==> src/rtl/nocPkg.sv <==
`default_nettype none

package nocPkg;

  localparam int NumPorts = 5;

  // port indices, same order as the request priority when idle
  localparam int PortL = 0;
  localparam int PortN = 1;
  localparam int PortE = 2;
  localparam int PortW = 3;
  localparam int PortS = 4;

  localparam int FlitIdBits = 3;
  localparam int LenBits = 12;
  localparam int PayloadBits = 32;

  typedef logic [FlitIdBits-1:0] flitIdT;
  typedef logic [LenBits-1:0] lengthT; // hold length in clock periods
  typedef logic [PayloadBits-1:0] payloadT;

  localparam flitIdT FlitHeader = 3'd1;
  localparam flitIdT FlitBody = 3'd2;
  localparam flitIdT FlitTail = 3'd3;

  // a header flit carries its length in the low bits of the payload
  typedef struct packed {
    logic valid; // strobe, only meaningful for the cycle it is seen
    flitIdT flitId;
    payloadT payload;
  } flitT;

  typedef logic [NumPorts-1:0] grantT; // one-hot, zero when idle
  typedef logic [NumPorts-1:0] reqT;

  typedef enum logic [NumPorts:0] {
    ArbIdle = 6'b000001,
    ArbL = 6'b000010,
    ArbN = 6'b000100,
    ArbE = 6'b001000,
    ArbW = 6'b010000,
    ArbS = 6'b100000
  } arbStateT;

endpackage

`default_nettype wire

==> src/rtl/flitMux.sv <==
`default_nettype none

module flitMux
  import nocPkg::*;
(
  input logic clk,
  input logic rst,
  input grantT grant,
  input flitT inFlit [NumPorts],
  output flitT outFlit
);

  localparam int FlitBits = $bits(flitT);

  logic [FlitBits-1:0] masked [NumPorts];
  logic [FlitBits-1:0] selBits;
  flitT selFlit;

  // each input is kept only when its grant bit is set
  for (genvar p = 0; p < NumPorts; p++)
  begin : genMask
    assign masked[p] = inFlit[p] & {FlitBits{grant[p]}};
  end

  // grant is one-hot, so or-ing the masked inputs selects at most one
  always_comb
  begin
    selBits = '0;
    for (int p = 0; p < NumPorts; p++)
      selBits = selBits | masked[p];
  end

  assign selFlit = flitT'(selBits); // all zero when nothing is granted

  always_ff @(posedge clk)
  begin
    if (rst)
      outFlit <= '0;
    else
      outFlit <= selFlit;
  end

endmodule

`default_nettype wire

==> src/rtl/holdTimer.sv <==
`default_nettype none

module holdTimer
  import nocPkg::*;
(
  input logic clk,
  input logic rst,
  input flitT inFlit,
  input logic runTimer,
  output logic timesUp
);

  lengthT holdLimit;
  lengthT holdCount;
  logic isHeader;

  assign isHeader = inFlit.valid && (inFlit.flitId == FlitHeader);

  always_ff @(posedge clk)
  begin
    if (rst)
    begin
      holdLimit <= '0;
    end
    else if (isHeader)
    begin
      holdLimit <= inFlit.payload[LenBits-1:0]; // used from the next cycle on
    end
  end

  // the count only runs while the port is actually being held
  always_ff @(posedge clk)
  begin
    if (rst)
    begin
      holdCount <= '0;
    end
    else if (runTimer)
    begin
      holdCount <= holdCount + 1'b1;
    end
    else
    begin
      holdCount <= '0;
    end
  end

  assign timesUp = (holdCount == holdLimit);

endmodule

`default_nettype wire

==> src/rtl/outputPort.sv <==
`default_nettype none

module outputPort
  import nocPkg::*;
(
  input logic clk,
  input logic rst,
  input reqT req,
  input flitT inFlit [NumPorts],
  output grantT grant,
  output flitT outFlit
);

  grantT portGrant;

  assign grant = portGrant;

  // grant lags req by one cycle
  portArbiter portArbiter_i (
    .clk(clk),
    .rst(rst),
    .req(req),
    .inFlit(inFlit),
    .grant(portGrant)
  );

  // and outFlit lags grant by one more
  flitMux flitMux_i (
    .clk(clk),
    .rst(rst),
    .grant(portGrant),
    .inFlit(inFlit),
    .outFlit(outFlit)
  );

endmodule

`default_nettype wire

==> src/rtl/portArbiter.sv <==
`default_nettype none

module portArbiter
  import nocPkg::*;
(
  input logic clk,
  input logic rst,
  input reqT req,
  input flitT inFlit [NumPorts],
  output grantT grant
);

  arbStateT state;
  arbStateT nextState;
  logic [NumPorts-1:0] runTimer;
  logic [NumPorts-1:0] timesUp;
  logic holdValid; // state is a port state, not idle
  int holder;
  int startPort;

  function automatic arbStateT stateOf(input int port);
    arbStateT st;
    case (port)
      PortL: st = ArbL;
      PortN: st = ArbN;
      PortE: st = ArbE;
      PortW: st = ArbW;
      PortS: st = ArbS;
      default: st = ArbIdle;
    endcase
    return st;
  endfunction

  // first requesting port going round from first, wrapping past South
  function automatic arbStateT pickNext(input reqT r, input int first);
    arbStateT pick;
    int idx;
    pick = ArbIdle;
    for (int i = NumPorts - 1; i >= 0; i--)
    begin
      idx = first + i;
      if (idx >= NumPorts)
        idx = idx - NumPorts;
      if (r[idx])
        pick = stateOf(idx); // lowest offset is written last and wins
    end
    return pick;
  endfunction

  for (genvar p = 0; p < NumPorts; p++)
  begin : genTimer
    holdTimer holdTimer_i (
      .clk(clk),
      .rst(rst),
      .inFlit(inFlit[p]),
      .runTimer(runTimer[p]),
      .timesUp(timesUp[p])
    );
  end

  always_ff @(posedge clk)
  begin
    if (rst)
      state <= ArbIdle;
    else
      state <= nextState;
  end

  // rotation table: holder and where the search for the next port starts
  always_comb
  begin
    holdValid = 1'b1;
    holder = PortL;
    startPort = PortL;
    case (state)
      ArbL:
      begin
        holder = PortL;
        startPort = PortN;
      end
      ArbN:
      begin
        holder = PortN;
        startPort = PortE;
      end
      ArbE:
      begin
        holder = PortE;
        startPort = PortW;
      end
      ArbW:
      begin
        holder = PortW;
        startPort = PortS;
      end
      ArbS:
      begin
        holder = PortS;
        startPort = PortL; // wraps back to Local like any other port
      end
      default:
      begin
        holdValid = 1'b0; // idle uses plain L, N, E, W, S priority
        startPort = PortL;
      end
    endcase
  end

  always_comb
  begin
    runTimer = '0;
    if (holdValid && req[holder] && !timesUp[holder])
    begin
      runTimer[holder] = 1'b1;
      nextState = state;
    end
    else
    begin
      nextState = pickNext(req, startPort); // holder itself is checked last
    end
  end

  // grant comes straight from the registered state
  always_comb
  begin
    for (int p = 0; p < NumPorts; p++)
      grant[p] = (state == stateOf(p));
  end

endmodule

`default_nettype wire

==> config.mk <==
export PLATFORM = sky130hd
export DESIGN_NAME = outputPort
export DESIGN_NICKNAME = d
export VERILOG_FILES = /design/src/rtl/nocPkg.sv /design/src/rtl/flitMux.sv /design/src/rtl/holdTimer.sv /design/src/rtl/outputPort.sv /design/src/rtl/portArbiter.sv
export SDC_FILE = /design/constraint.sdc
export NUM_CORES = 1
export LEC_CHECK = 0
export BUFFER_PORTS_ARGS = -buffer_cell sky130_fd_sc_hd__buf_2
export CAP_MARGIN = 20
export CORE_MARGIN = 5
export CORE_UTILIZATION = 40
export CTS_BUF_LIST = sky130_fd_sc_hd__clkbuf_4 sky130_fd_sc_hd__clkbuf_8
export DETAILED_ROUTE_END_ITERATION = 6
export MAX_ROUTING_LAYER = met4
export PLACE_DENSITY_LB_ADDON = 0.15
export SLEW_MARGIN = 20
export SYNTH_ARGS = -nofsm -noshare
export SYNTH_HDL_FRONTEND = slang
export SYNTH_HIERARCHICAL = 1
export SYNTH_SLANG_ARGS = --single-unit
==> constraint.sdc <==
create_clock -name clk -period 3.3 [get_ports clk]
set_input_delay 0.165 -clock clk [delete_from_list [all_inputs] [get_ports clk]]
set_output_delay 0.165 -clock clk [all_outputs]
set_load 0.01 [all_outputs]
==> summary.txt <==
Placement
  – IO Port Bufs: around 230
  – HPWL after DPL: ~26 mm
  – Routability cong.: about 0.97
  – Dpl cell area: 10700 um2

Final layout
  – Fillers: 2062
  – Fin area: 12200 um2
  – Core Util, Final: 0.553
  – Share of layout cells above drive strength 1: 0.289
  – Final nets: ~1600
  – Multi-input gate area: 5480 um2
  – Area grow syn2layout: 35.2%
  – Sequential Area: 3250 um2

Pwr
  – Clock Power Share: 0.189
  – PwrDens: 624 nW/um2
  – Logic pwr share: 0.519
  – Internal: between 4 and 5 mW
  – Sw Ratio: 0.401
  – VDD IR max: approximately 0.29 mV
  – Leak: roughly 4.6 nW
  – Net Switching: 3.04 mW
  – Sequential Power Share: 0.292

Synth
  – Avg Inst Size Synth: 8.51 um2
  – Cell area after synthesis: 8990 um2
  – Yosys top cell by area: dfxtp_1
  – Async set-or-reset flop fraction in the synthesized netlist: 0
  – Post-synth cell types: 82
  – Post-synth EDFFs: 0
  – Share of Yosys cell area claimed by the top area cell type: 0.361
  – Post-synthesis register bit count: 162
  – Sequential area share after synthesis: 0.361
  – Mapped Cells: between 1000 and 1500
  – Syn Nets: approximately 1300
  – Synth top area cells: dfxtp_1 36%, a21oi_1 7.6%, xnor2_1 7.1%
  – Primary FF master, synth: dfxtp_1
  – Most common cell in the synthesized netlist: dfxtp_1
  – Ys Warns: 6
  – Most instantiated cells after synthesis: 162 x dfxtp_1, 155 x nand2_1, 136 x a21oi_1, 73 x xnor2_1

Critical path
  – Top Family by Delay on Critical Path: compound AO/OA/AOI/OAI gates
  – Crit Path Max Fanout: 8
  – Crit path DAT: around 3.7 ns
  – Max incr delay on CP: between 0.4 and 0.5 ns
  – Critical Path RT: 3.64 ns
  – Crit path buffers/inverters: 3
  – Crit-path cells: nor3_2 -> nand2_2 -> inv_1 -> buf_4 -> ha_2 -> nand2_1 -> o21ai_4 -> mux2i_2 -> o22ai_1 -> o32a_1 -> buf_6 -> a311o_1 -> a211o_1
  – Worst path slowest cell: dfxtp_1
  – CP endpoint kind: flip-flop
  – Crit path launch type: flip-flop
  – Setup CP Type: reg2reg

Detailed routing
  – Final ANT Viol Nets: 0
  – Vias: 9682
  – Initial DRC count: roughly 840
  – Initial DRT Pass Iterations: 7
  – WL/cell: 20.3 um
  – Detailed Route WL: 34.4 mm
  – DR DRC count: 0
  – Via density: 5.72

Clock network
  – Total CTS buffers: 17
  – Sink Count: roughly 160
  – Clk_lat worst skew: 0.45 ns
  – CTS tree: done
  – Deepest clock path buffer count: 2
  – H-tree depth: 4
  – Clock slew at reported path FFs: 0.09 ns
  – Clk root buf: clkbuf_8

Floorplanning
  – Die X: 160 um
  – Initial Util: 0.409
  – # IOs: 228
  – Die Area: 25600 um2
  – Cell Rows: 54
  – Area of the core: 22000 um2
  – Die Y: around 160 um

GRT
  – Initial antenna violation count: 3
  – Vias in the first global route: 9602
  – Largest net degree at the start of global routing: 78
  – GR Overflow Total: 0
  – Overall routing resource usage: 0.262
  – First-pass GRT wire length: 52.2 mm

Status
  – Outcome: finished with violations
  – Violated checks: setup timing

Timing
  – Setup TNS: -0.0275 ns
  – Worst slew pin tran: approximately 0.87 ns
  – Setup violators final: 1
  – Post-route clock period utilization: 1.01
  – Hold violation count in the final report: 0
  – Final worst slack: -0.0275 ns
  – Relative slew slack: 0.418
  – Slew Limit Fails: 0
  – Final Skew: about 0.017 ns
  – RSZ-0062 raised after global routing: true
  – Minimum clock period: between 3 and 4 ns
  – Highest Clock Rate: between 0.3 and 0.4 GHz

Flow run
  – Max Cap Violations: 0

Worst hold path
  – Worst hold path class: in2reg
==> worst paths after layout <==
kind,from,endpoint,slack [ns],cells after the start
worst max-delay path,portArbiter_i/state[0]$_SDFFE_PP1N_,portArbiter_i/state[0]$_SDFFE_PP1N_,-0.03,13
worst min-delay path,inFlit[126],flitMux_i/outFlit[18]$_SDFF_PP0_,0.02,3
worst min register to register,flip-flop,flip-flop,0.47,2
worst max register to register,portArbiter_i/state[0]$_SDFFE_PP1N_,portArbiter_i/state[0]$_SDFFE_PP1N_,-0.03,13
==> power groups by stage <==
stage | clock network, mW | logic [mW] | registers, mW
final | 1.44 | 3.94 | 2.22
after global routing | 1.54 | 4.17 | 2.23
after CTS | 1.47 | 3.57 | 2.20
after detailed placement | 0 | 3.40 | 2.24
after global placement | 0 | 3.45 | 2.24
after floorplan | 0 | 2.04 | 2.26
==> state kept, by name (all words and copies together) (netlist names) <==
name / cells
portArbiter_i/state: 6
flitMux_i/outFlit: 36
portArbiter_i/genTimer.holdTimer_i/holdLimit: 60
portArbiter_i/genTimer.holdTimer_i/holdCount: 60
==> metal layers <==
layer / track usage / share of wire
met4: 0.0888 / 0.028
met5: - / 0
met2: 0.451 / 0.50
met1: 0.317 / 0.41
met3: 0.0351 / 0.065
==> tightest hold or removal path, delay by kind of cell <==
family	cells	cell delay [ns]
buffers and inverters	1	0.08
AO/OA/AOI/OAI	2	0.19
==> logic make-up after synthesis <==
kind of cell	count (synthesis)	share of synthesized area
DFF	162	0.361
and+or+nand+nor	370	0.228
AOI/OAI and AO/OA	319	0.239
buffers and inverters	92	0.0490
muxes	14	0.0177
xor gates and xnor gates	79	0.0770
adders and majority gates	20	0.0287
==> per-stage QoR <==
| step | setup WS, ns | total power, mW | instances | hold WS, ns |
|---|---|---|---|---|
| 2_1_floorplan | -0.0405 | 4.29 | 1056 | 0.233 |
| 3_3_place_gp | 0.0409 | 5.69 | 1566 | 0.422 |
| 3_5_place_dp | 0.00349 | 5.65 | 1566 | 0.425 |
| 4_1_cts | 0.0160 | 7.23 | 1684 | 0.000882 |
| 5_1_grt | -0.170 | 7.94 | 1693 | 0.00504 |
| 6_report | -0.0275 | 7.59 | 1693 | 0.0219 |
==> repair_timing <==
action | 4_1_cts | 5_1_grt
endpoints found under the setup margin | 3 | 7
setup buffers | 0 | 6
hold endpoints to repair | 72 | 0
hold buffers | 87 | 0
gates resized for setup | 1 | 40
pin swaps | 2 | 17
==> cell type report <==
type                       instances  share of cell area
timing repair buffer             388               0.213
inverter                          27             0.00834
multi-input combinational        802               0.451
sequential                       162               0.267
clock inverter                    14              0.0123
tap                              280              0.0288
clock buffer                      17              0.0193
antenna                            3            0.000618
==> placed cells by master, fill, tap and decap left out, types with 6 or more instances in the layout <==
cell type / instances
o21ai_0: 22
nand3_1: 22
nor2_1: 31
a22oi_1: 37
nor3_1: 24
o31ai_1: 22
nand2b_1: 6
buf_2: 226
or3_1: 9
nand2_1: 152
a222oi_1: 37
or4_1: 21
nand4_1: 23
nor2b_1: 8
clkbuf_8: 17
ha_1: 13
dlygate4sd3_1: 87
xnor2_1: 73
o21a_1: 11
a21oi_1: 135
buf_4: 70
nand3_2: 10
inv_1: 24
nand4bb_1: 6
mux2i_1: 7
and2_1: 11
a31oi_1: 7
dfxtp_1: 159
Power figures use the tool's default switching activity.
